$ cat src/mem_macros.svh
`ifndef MEM_MACROS_SVH
`define MEM_MACROS_SVH

// program counter after reset
`define PC_START        32'h8000_0000

// 64 KiB machine timer window
`define CLINT_BASE      32'h0200_0000
`define CLINT_MASK      32'hffff_0000

// register offsets inside the timer window
`define MTIMECMP_OFS    16'h4000
`define MTIME_OFS       16'hbff8

`endif
$ cat src/core_pkg.sv
package core_pkg;

    localparam int INST_W = 32;

    // one instruction as fetched
    typedef logic [INST_W-1:0] inst_t;

    // load and store access sizes
    typedef enum logic [1:0] {
        size_byte  = 2'd0,
        size_half  = 2'd1,
        size_word  = 2'd2,
        size_dword = 2'd3
    } lsu_size_t;

endpackage

$ cat src/bus_pkg.sv
package bus_pkg;

    // widths of the Wishbone buses
    localparam int ADDR_W = 32;
    localparam int DATA_W = 64;
    localparam int SEL_W  = DATA_W / 8;

    // byte address
    typedef logic [ADDR_W-1:0] addr_t;

    // one double word of data
    typedef logic [DATA_W-1:0] data_t;

    // one bit per byte lane
    typedef logic [SEL_W-1:0]  sel_t;

endpackage

$ cat src/mem_subsys.sv
`timescale 1ns/100ps

module mem_subsys
    import bus_pkg::*;
    import core_pkg::*;
(
    input  logic      inst_selfdefine,
    input  logic      reset,
    input  logic      next,
    input  logic      redirect,
    input  addr_t     redirect_pc,
    output logic      inst_valid,
    output inst_t     inst,
    output addr_t     inst_addr,
    input  logic      req,
    input  logic      write,
    input  lsu_size_t size,
    input  logic      unsigned_load,
    input  addr_t     addr,
    input  data_t     wdata,
    output logic      busy,
    output logic      done,
    output data_t     rdata,
    output logic      m_cyc,
    output logic      m_stb,
    output logic      m_we,
    output addr_t     m_adr,
    output data_t     m_dat_w,
    output sel_t      m_sel,
    input  data_t     m_dat_r,
    input  logic      m_ack,
    output logic      mtip
);

    // fetch bus
    logic  f_cyc;
    logic  f_stb;
    addr_t f_adr;
    data_t f_dat_r;
    logic  f_ack;

    // load/store bus
    logic  d_cyc;
    logic  d_stb;
    logic  d_we;
    addr_t d_adr;
    data_t d_dat_w;
    sel_t  d_sel;
    data_t d_dat_r;
    logic  d_ack;

    // timer bus
    logic  c_cyc;
    logic  c_stb;
    logic  c_we;
    addr_t c_adr;
    data_t c_dat_w;
    sel_t  c_sel;
    data_t c_dat_r;
    logic  c_ack;

    fetch_unit fetch_unit_i (.*);

    lsu lsu_i (.*);

    clint clint_i (.*);

    mem_interconnect mem_interconnect_i (.*);

endmodule

$ cat src/mem_interconnect.sv
`timescale 1ns/100ps
`include "mem_macros.svh"

module mem_interconnect
    import bus_pkg::*;
(
    input  logic  inst_selfdefine,
    input  logic  reset,
    input  logic  f_cyc,
    input  logic  f_stb,
    input  addr_t f_adr,
    output data_t f_dat_r,
    output logic  f_ack,
    input  logic  d_cyc,
    input  logic  d_stb,
    input  logic  d_we,
    input  addr_t d_adr,
    input  data_t d_dat_w,
    input  sel_t  d_sel,
    output data_t d_dat_r,
    output logic  d_ack,
    output logic  c_cyc,
    output logic  c_stb,
    output logic  c_we,
    output addr_t c_adr,
    output data_t c_dat_w,
    output sel_t  c_sel,
    input  data_t c_dat_r,
    input  logic  c_ack,
    output logic  m_cyc,
    output logic  m_stb,
    output logic  m_we,
    output addr_t m_adr,
    output data_t m_dat_w,
    output sel_t  m_sel,
    input  data_t m_dat_r,
    input  logic  m_ack
);

    logic gnt_f;
    logic gnt_d;
    logic route_c;
    logic idle;
    logic d_is_clint;
    logic own_d;
    logic own_f;
    logic use_clint;
    logic d_to_m;

    assign idle       = !gnt_f && !gnt_d;
    assign d_is_clint = (d_adr & `CLINT_MASK) == `CLINT_BASE;

    // owner this cycle, data master first when idle
    assign own_d     = gnt_d || (idle && d_cyc);
    assign own_f     = gnt_f || (idle && f_cyc && !d_cyc);
    assign use_clint = gnt_d ? route_c : d_is_clint;
    assign d_to_m    = own_d && !use_clint;

    always_ff @(posedge inst_selfdefine) begin
        if (reset) begin
            gnt_f   <= 1'b0;
            gnt_d   <= 1'b0;
            route_c <= 1'b0;
        end else begin
            gnt_d <= own_d && !d_ack;
            gnt_f <= own_f && !f_ack;
            if (idle) begin
                route_c <= d_is_clint;
            end
        end
    end

    assign c_cyc   = own_d && use_clint && d_cyc;
    assign c_stb   = own_d && use_clint && d_stb;
    assign c_we    = d_we;
    assign c_adr   = d_adr;
    assign c_dat_w = d_dat_w;
    assign c_sel   = d_sel;

    assign m_cyc   = (d_to_m && d_cyc) || (own_f && f_cyc);
    assign m_stb   = (d_to_m && d_stb) || (own_f && f_stb);
    assign m_we    = d_to_m && d_we;
    assign m_adr   = own_d ? d_adr : f_adr;
    assign m_dat_w = d_to_m ? d_dat_w : '0;
    assign m_sel   = own_d ? d_sel : 8'hff;

    // responses go back to the owner only
    assign d_ack   = own_d && (use_clint ? c_ack : m_ack);
    assign d_dat_r = own_d ? (use_clint ? c_dat_r : m_dat_r) : '0;
    assign f_ack   = own_f && m_ack;
    assign f_dat_r = own_f ? m_dat_r : '0;

endmodule

$ cat src/clint.sv
`timescale 1ns/100ps
`include "mem_macros.svh"

module clint
    import bus_pkg::*;
(
    input  logic  inst_selfdefine,
    input  logic  reset,
    input  logic  c_cyc,
    input  logic  c_stb,
    input  logic  c_we,
    input  addr_t c_adr,
    input  data_t c_dat_w,
    input  sel_t  c_sel,
    output data_t c_dat_r,
    output logic  c_ack,
    output logic  mtip
);

    data_t       mtime;
    data_t       mtimecmp;
    logic [15:0] ofs;
    logic        access;
    logic        wr_time;
    logic        wr_cmp;

    function automatic data_t merge_lanes(data_t old_val, data_t new_val, sel_t sel);
        data_t res;
        res = old_val;
        for (int i = 0; i < 8; i++) begin
            if (sel[i]) begin
                res[i*8 +: 8] = new_val[i*8 +: 8];
            end
        end
        return res;
    endfunction

    // one access per request, ack keeps it from repeating
    assign ofs     = c_adr[15:0];
    assign access  = c_cyc && c_stb && !c_ack;
    assign wr_time = access && c_we && (ofs == `MTIME_OFS);
    assign wr_cmp  = access && c_we && (ofs == `MTIMECMP_OFS);

    always_ff @(posedge inst_selfdefine) begin
        if (reset) begin
            mtime    <= '0;
            mtimecmp <= '1;
            c_ack    <= 1'b0;
            mtip     <= 1'b0;
        end else begin
            c_ack <= access;
            if (wr_time) begin
                mtime <= merge_lanes(mtime, c_dat_w, c_sel);
            end else begin
                mtime <= mtime + 64'd1;
            end
            if (wr_cmp) begin
                mtimecmp <= merge_lanes(mtimecmp, c_dat_w, c_sel);
            end
            mtip <= (mtime >= mtimecmp);
        end
    end

    always_ff @(posedge inst_selfdefine) begin
        if (access) begin
            case (ofs)
                `MTIME_OFS:    c_dat_r <= mtime;
                `MTIMECMP_OFS: c_dat_r <= mtimecmp;
                default:       c_dat_r <= '0;
            endcase
        end
    end

endmodule

$ cat src/lsu.sv
`timescale 1ns/100ps

module lsu
    import bus_pkg::*;
    import core_pkg::*;
(
    input  logic      inst_selfdefine,
    input  logic      reset,
    input  logic      req,
    input  logic      write,
    input  lsu_size_t size,
    input  logic      unsigned_load,
    input  addr_t     addr,
    input  data_t     wdata,
    output logic      busy,
    output logic      done,
    output data_t     rdata,
    output logic      d_cyc,
    output logic      d_stb,
    output logic      d_we,
    output addr_t     d_adr,
    output data_t     d_dat_w,
    output sel_t      d_sel,
    input  data_t     d_dat_r,
    input  logic      d_ack
);

    logic       cyc_r;
    logic       write_r;
    lsu_size_t  size_r;
    logic       unsigned_r;
    addr_t      addr_r;
    data_t      wdata_r;
    logic [5:0] shamt;
    logic       sext;
    data_t      lanes;
    data_t      load_data;

    always_ff @(posedge inst_selfdefine) begin
        if (reset) begin
            cyc_r <= 1'b0;
            done  <= 1'b0;
        end else begin
            done <= 1'b0;
            if (!cyc_r) begin
                if (req) begin
                    cyc_r <= 1'b1;
                end
            end else if (d_ack) begin
                cyc_r <= 1'b0;
                done  <= 1'b1;
            end
        end
    end

    always_ff @(posedge inst_selfdefine) begin
        if (!cyc_r && req) begin
            write_r    <= write;
            size_r     <= size;
            unsigned_r <= unsigned_load;
            addr_r     <= addr;
            wdata_r    <= wdata;
        end
        // stores hand back zero
        if (cyc_r && d_ack) begin
            rdata <= write_r ? '0 : load_data;
        end
    end

    // byte offset inside the double word, in bits
    assign shamt = {addr_r[2:0], 3'b000};

    always_comb begin
        case (size_r)
            size_byte: d_sel = 8'h01 << addr_r[2:0];
            size_half: d_sel = 8'h03 << addr_r[2:0];
            size_word: d_sel = 8'h0f << addr_r[2:0];
            default:   d_sel = 8'hff;
        endcase
    end

    assign lanes = d_dat_r >> shamt;
    assign sext  = !unsigned_r;

    always_comb begin
        case (size_r)
            size_byte: load_data = {{56{sext & lanes[7]}}, lanes[7:0]};
            size_half: load_data = {{48{sext & lanes[15]}}, lanes[15:0]};
            size_word: load_data = {{32{sext & lanes[31]}}, lanes[31:0]};
            default:   load_data = lanes;
        endcase
    end

    assign busy    = cyc_r;
    assign d_cyc   = cyc_r;
    assign d_stb   = cyc_r;
    assign d_we    = write_r;
    assign d_adr   = {addr_r[31:3], 3'b000};
    assign d_dat_w = wdata_r << shamt;

endmodule

$ cat src/fetch_unit.sv
`timescale 1ns/100ps
`include "mem_macros.svh"

module fetch_unit
    import bus_pkg::*;
    import core_pkg::*;
(
    input  logic  inst_selfdefine,
    input  logic  reset,
    input  logic  next,
    input  logic  redirect,
    input  addr_t redirect_pc,
    output logic  inst_valid,
    output inst_t inst,
    output addr_t inst_addr,
    output logic  f_cyc,
    output logic  f_stb,
    output addr_t f_adr,
    input  data_t f_dat_r,
    input  logic  f_ack
);

    addr_t pc;
    logic  cyc_r;

    always_ff @(posedge inst_selfdefine) begin
        if (reset) begin
            pc         <= `PC_START;
            cyc_r      <= 1'b0;
            inst_valid <= 1'b0;
        end else if (cyc_r) begin
            if (f_ack) begin
                cyc_r      <= 1'b0;
                inst_valid <= 1'b1;
            end
        end else if (inst_valid) begin
            // instruction held until the core takes it
            if (redirect) begin
                pc         <= redirect_pc;
                inst_valid <= 1'b0;
                cyc_r      <= 1'b1;
            end else if (next) begin
                pc         <= pc + 32'd4;
                inst_valid <= 1'b0;
                cyc_r      <= 1'b1;
            end
        end else begin
            // first fetch out of reset
            cyc_r <= 1'b1;
        end
    end

    // pick the half of the double word by pc bit 2
    always_ff @(posedge inst_selfdefine) begin
        if (cyc_r && f_ack) begin
            inst <= pc[2] ? f_dat_r[63:32] : f_dat_r[31:0];
        end
    end

    assign inst_addr = pc;
    assign f_cyc     = cyc_r;
    assign f_stb     = cyc_r;
    assign f_adr     = {pc[31:3], 3'b000};

endmodule

$ cat config.mk
export PLATFORM = sky130hd
export DESIGN_NAME = mem_subsys
export DESIGN_NICKNAME = d
export VERILOG_FILES = /design/src/core_pkg.sv /design/src/bus_pkg.sv /design/src/mem_subsys.sv /design/src/mem_interconnect.sv /design/src/clint.sv /design/src/lsu.sv /design/src/fetch_unit.sv
export VERILOG_INCLUDE_DIRS = /design/src
export SDC_FILE = /design/constraint.sdc
export NUM_CORES = 1
export LEC_CHECK = 0
export BUFFER_PORTS_ARGS = -buffer_cell sky130_fd_sc_hd__buf_2
export CORE_MARGIN = 2
export CORE_UTILIZATION = 25
export CTS_CLUSTER_SIZE = 30
export DETAILED_ROUTE_END_ITERATION = 8
export MAX_ROUTING_LAYER = met4
export PLACE_DENSITY = 0.42
export SYNTH_ARGS = -nofsm -noshare
export SYNTH_HDL_FRONTEND = slang
export SYNTH_HIERARCHICAL = 1
export SYNTH_SLANG_ARGS = --single-unit
export TNS_END_PERCENT = 30
$ cat constraint.sdc
create_clock -name inst_selfdefine -period 5.5 [get_ports inst_selfdefine]
set_clock_uncertainty 0.2 [all_clocks]
set_input_delay 0.275 -clock inst_selfdefine [delete_from_list [all_inputs] [get_ports inst_selfdefine]]
set_output_delay 0.275 -clock inst_selfdefine [all_outputs]
set_load 0.02 [all_outputs]
**Word level (Yosys, flattened, before mapping)**

Cells that the tools add are included.

- Register bits: 429
- Bits of input ports: 202
- Output and inout bits: 239
- Word-level logic and storage cells: 142

- Add/subtract/negate cells: 2
- Order comparisons: 1
- Equality and inequality tests: 14
- Shift operators: 5
- Muxes and demuxes: 37
- Bitwise logic cells: 5
- Reduce and logical (&&, ||, !) cells: 44

Operators with widths:

| operator | count |
|---|---|
| $mux W64 | 5 |
| $pmux W64 S3 | 1 |
| $mux W32 | 4 |
| $pmux W64 S2 | 1 |
| $mux W8 | 9 |
| $add A64 B1 Y64 const B | 1 |
| $ge A64 B64 Y1 | 1 |
| $shl A64 B6 Y64 | 1 |
| $shr A64 B6 Y64 | 1 |
| $add A32 B3 Y32 const B | 1 |
| $pmux W8 S3 | 1 |
| $logic_and A1 B1 Y1 | 21 |
| $ne A2 B1 Y1 const B | 9 |
| $eq A16 B10 Y1 const B | 1 |
| $mux W1 | 16 |
| $reduce_and A2 Y1 | 8 |
| $eq A13 B12 Y1 const B | 1 |
| $eq A13 B13 Y1 const B | 1 |
| $logic_not A1 Y1 | 8 |
| $shl A1 B3 Y8 const A | 1 |
| $shl A2 B3 Y8 const A | 1 |
| $shl A4 B3 Y8 const A | 1 |
| $and A1 B1 Y1 | 3 |
| $logic_or A1 B1 Y1 | 3 |
| 7 further kinds | 8 |

**Longest topological paths before layout**

- Depth after elaboration: 10
- Mapped depth: 15
- Depth with buffers taken out: 10

**By module**

Netlist, hierarchy kept.

By module, submodules not included:

| module | instances | cells an instance | area each (um^2) | sequential area each (um^2) |
|---|---|---|---|---|
| clint | 1 | 1,196 | 10,689.0 | 4,524.3 |
| lsu | 1 | 836 | 10,063.4 | 4,964.8 |
| fetch_unit | 1 | 373 | 3,595.9 | 1,641.6 |
| mem_interconnect | 1 | 462 | 3,374.5 | 60.1 |

**Worst setup path before layout**

No wires, ideal clock.

- Kind: register -> register
- From: register lsu_i.cyc_r (netlist: lsu_i/busy)
- To: register lsu_i.cyc_r (netlist: lsu_i/busy)
- Setup time: 0.078 ns
- Data arrival time: 5.412 ns
- Required time: 5.222 ns
- Slack: -0.190 ns
- Stages on the path, launching flop included: 3
- Path buffers: 0
- Period minus slack after synthesis: 5.690 ns
- Path through: dfxtp_1 -> nor2b_1 -> o21ba_2

- Longest elaborated chain between the ends: 5

Ends and longest elaborated chain:

| item | RTL line | text |
|---|---|---|
| start, declared | lsu.sv:28 | `logic cyc_r;` |
| start signal, assigned | lsu.sv:41 | `cyc_r <= 1'b0;` |
| start signal, assigned | lsu.sv:47 | `cyc_r <= 1'b1;` |
| start signal, assigned | lsu.sv:50 | `cyc_r <= 1'b0;` |
| $logic_and A1 B1 Y1 | mem_interconnect.sv:54 | `assign own_d = gnt_d \|\| (idle && d_cyc);` |
| $logic_or A1 B1 Y1 | mem_interconnect.sv:54 |  |
| $logic_and A1 B1 Y1 | mem_interconnect.sv:88 | `assign d_ack = own_d && (use_clint ? c_ack : m_ack);` |
| $mux W1 | lsu.sv:49 | `end else if (d_ack) begin` |
| $mux W1 * | lsu.sv:45 | `if (!cyc_r) begin` |

Every way passes the cells marked *; elsewhere a longest branch is shown, timed or not.
A chain may end at the register's enable or synchronous reset.

**Worst setup path after layout**

- From: register lsu_i.addr_r[19]
- To: register clint_i.mtime[31]

- Longest elaborated chain between the ends: 8
- Elaborated cells between the ends (all ways): 9
- Those cells by class: eq/ne (2); mux (2); reduce/logical (5)

Ends and longest elaborated chain:

| item | RTL line | text |
|---|---|---|
| start, declared | lsu.sv:32 | `addr_t addr_r;` |
| start signal, assigned | lsu.sv:61 | `addr_r <= addr;` |
| $eq A16 B10 Y1 (no source line) * | -- |  |
| $mux W1 * | mem_interconnect.sv:56 | `assign use_clint = gnt_d ? route_c : d_is_clint;` |
| $logic_and A1 B1 Y1 * (2 in series) | mem_interconnect.sv:73 | `assign c_cyc = own_d && use_clint && d_cyc;` |
| via c_cyc | mem_subsys.sv:53 | `logic c_cyc;` |
| $logic_and A1 B1 Y1 * | clint.sv:40 | `assign access = c_cyc && c_stb && !c_ack;` |
| via clint_i.access | clint.sv:23 | `logic access;` |
| $logic_and A1 B1 Y1 * (2 in series) | clint.sv:41 | `` assign wr_time = access && c_we && (ofs == `MTIME_OFS); `` |
| $ne A2 B1 Y1 (no source line) or $mux W64 (tied branches) | -- |  |
| end signal, assigned | clint.sv:53 | `mtime <= merge_lanes(mtime, c_dat_w, c_sel);` |
| end signal, assigned | clint.sv:55 | `mtime <= mtime + 64'd1;` |
| end, declared | clint.sv:20 | `data_t mtime;` |

The timed path passes the listed nets; every way through them passes the cells marked *.

==> run_results.csv <==
group,metric,value,unit
outcome,run_status,"completed",
worst_hold_path,hold_start,"m_dat_r[62]",
timing,period_minus_slack,4580,ps
synthesis,yosysWarningCount,6,
critical_path,ff2ff_path_depth,11,
routing,drc,0,
clocking,cts_made_buffers,54,
global_route,grt_overflow,0,
floorplanning,io_pins,441,
cells_and_area,nNetsFinal,3506,
power_and_ir_drop,power_frac_comb,0.165,
clocking,cts_root_buf,"clkbuf_16",
floorplanning,die_area,113000,um2
floorplanning,start_util,0.253,
worst_hold_path,hold_class,"in -> reg",
critical_path,rrSetupSlack,920,ps
floorplanning,die_w,336,um
floorplanning,coreArea,109000,um2
power_and_ir_drop,ir_worst_vdd,0.230,mV
cells_and_area,drive_gt1_frac,0.234,
critical_path,worstPathRequired,5870,ps
clocking,cts_resized,0,
timing,period_share,0.833,
timing,worstMarginPinSlew,1290,ps
synthesis,avgSynthCellArea,9.68,um2
critical_path,rr_endpoint,"clint_i/mtime[31]$_SDFFE_PP0P_",
worst_hold_path,min_to,"fetch_unit_i/inst[30]$_DFFE_PP_",
floorplanning,rows,121,
power_and_ir_drop,p_sw,2520,uW
clocking,cts_tree,"done",
cells_and_area,layout_commonest_cell,"buf_2",
floorplanning,fp.dieH,336,um
timing,tns,0,ps
critical_path,setup.worst_path.start_class,"flip-flop",
timing,slew_viol_final,0,
power_and_ir_drop,share_seq_of_total_power,0.408,
timing,fmax,0.218,GHz
global_route,grt_antenna_before_repair,25,
cells_and_area,fin_util,0.309,
timing,hold_viol,0,
placed_design,place_congestion,0.906,
global_route,grt_max_degree,133,
placed_design,place_hpwl,94600,um
critical_path,critPathMaxFanout,29,
routing,avgRoutedWirePerCell,25.8,um
power_and_ir_drop,cellPowerDensity,258,nW/um2
critical_path,worstSetupPathType,"reg -> reg",
global_route,grt_pass1_wl,173000,um
routing,drt-total-wl,123000,um
synthesis,synthCells,2851,
clocking,clk_pin_slew,70,ps
synthesis,synth_area,27600,um2
worst_hold_path,whs_path_depth,3,
clocking,insertion_delay,670,ps
global_route,grt.total_usage,0.216,
power_and_ir_drop,p_clk_frac,0.427,
clocking,cts.sinks,429,
clocking,cts_max_level,2,
placed_design,port_buffers,437,
run,maxCapViolations,0,
clocking,clockBufferDepth,3,
power_and_ir_drop,switching_share,0.289,
critical_path,cp.arrival,4950,ps
timing,rsz0062_at_grt,"no",
global_route,first_global_vias,23600,
routing,drtPass1Iterations,5,
cells_and_area,final_cell_mix,"buf_2 (436), edfxtp_1 (260), nand2_1 (234), dlygate4sd3_1 (206), dfxtp_1 (168)",
timing,relSlewSlack,0.137,
routing,vias_per_cell,5.16,
critical_path,r2r_start,"lsu_i/addr_r[19]$_DFFE_PP_",
critical_path,endpoint_kind,"flip-flop",
routing,ant_nets,0,
routing,drtIter0Drc,2064,
power_and_ir_drop,power_leakage,0.0137,uW
cells_and_area,area_growth,22.3,%
timing,setup_viol_count_final,0,
power_and_ir_drop,p_int,6200,uW
routing,vias,24500,
registers in the layout, indices dropped and copies added, names as in the netlist, 2 cells and up:
signal	flops
clint_i/mtime	64
lsu_i/wdata_r	64
clint_i/mtimecmp	64
lsu_i/addr_r	32
fetch_unit_i/inst	32
fetch_unit_i/inst_addr	32
clint_i/c_dat_r	64
lsu_i/size_r	2
lsu_i/rdata	64
metal layers:
metal | global-route usage | vias to the layer above | routed length (um)
li1 | - | 11200 | -
met1 | 0.285 | 12200 | 54300
met2 | 0.342 | 874 | 57100
met3 | 0.0272 | 217 | 6590
met4 | 0.0725 | 0 | 4450
met5 | - | - | 0
how the worst max path moves through the flow:
stage                                     from                             end  slack, ps  depth (start not counted)
detailed placement  lsu_i/addr_r[27]$_DFFE_PP_  clint_i/mtime[31]$_SDFFE_PP0P_       1050                         11
global placement    lsu_i/addr_r[19]$_DFFE_PP_  clint_i/mtime[24]$_SDFFE_PP0P_       1080                         11
floorplan           lsu_i/addr_r[27]$_DFFE_PP_  clint_i/mtime[30]$_SDFFE_PP0P_        380                         15
global route        lsu_i/addr_r[19]$_DFFE_PP_  clint_i/mtime[30]$_SDFFE_PP0P_        690                         11
finish              lsu_i/addr_r[19]$_DFFE_PP_  clint_i/mtime[31]$_SDFFE_PP0P_        920                         11
CTS                 lsu_i/addr_r[19]$_DFFE_PP_  clint_i/mtime[31]$_SDFFE_PP0P_        980                         11
power by group through the flow:
stage | clock (uW) | sequential, uW | combinational, uW
floorplan | 0 | 3610 | 846
global placement | 0 | 3630 | 1300
detailed placement | 0 | 3630 | 1300
CTS | 3800 | 3560 | 1430
global route | 3910 | 3570 | 1510
finish | 3720 | 3560 | 1440
metrics by stage:
step / std cells / hold slack [ps] / setup slack (ps) / power (uW) / instance area [um2]
after global placement: 4447 / 247 / 1080 / 4930 / 29900
final: 4757 / 36.5 / 918 / 8720 / 33800
after detailed placement: 4447 / 248 / 1050 / 4930 / 29900
after floorplan: 2855 / 144 / 382 / 4460 / 27600
after global routing: 4754 / 24.7 / 693 / 8990 / 33800
after CTS: 4750 / 4.80 / 980 / 8790 / 33700
cell type report:
| class | count | area, um2 |
|---|---|---|
| antenna | 7 | 17.5 |
| clock buffer | 65 | 1440 |
| clock inverter | 32 | 354 |
| fill | 11500 | 75400 |
| inverter | 82 | 308 |
| multi-input combinational | 1965 | 13900 |
| sequential | 429 | 11200 |
| tap | 1476 | 1850 |
| timing repair buffer | 701 | 4720 |
worst max-delay path, stage by stage, from the launching register on:
cell	delay, ps
edfxtp_1	400
nor4_1	470
nand4_1	260
buf_4	330
or3_1	370
a21boi_1	140
and3b_2	190
and2_1	590
and4_2	790
and2_1	420
a21oi_1	130
a21oi_1	180
what timing repair did:
item / CTS / global route
setup buffers: 0 / 0
hold buffers: 206 / 0
endpoints found under the hold margin: 171 / 0
Note: power is estimated with default switching activity, not from simulation.
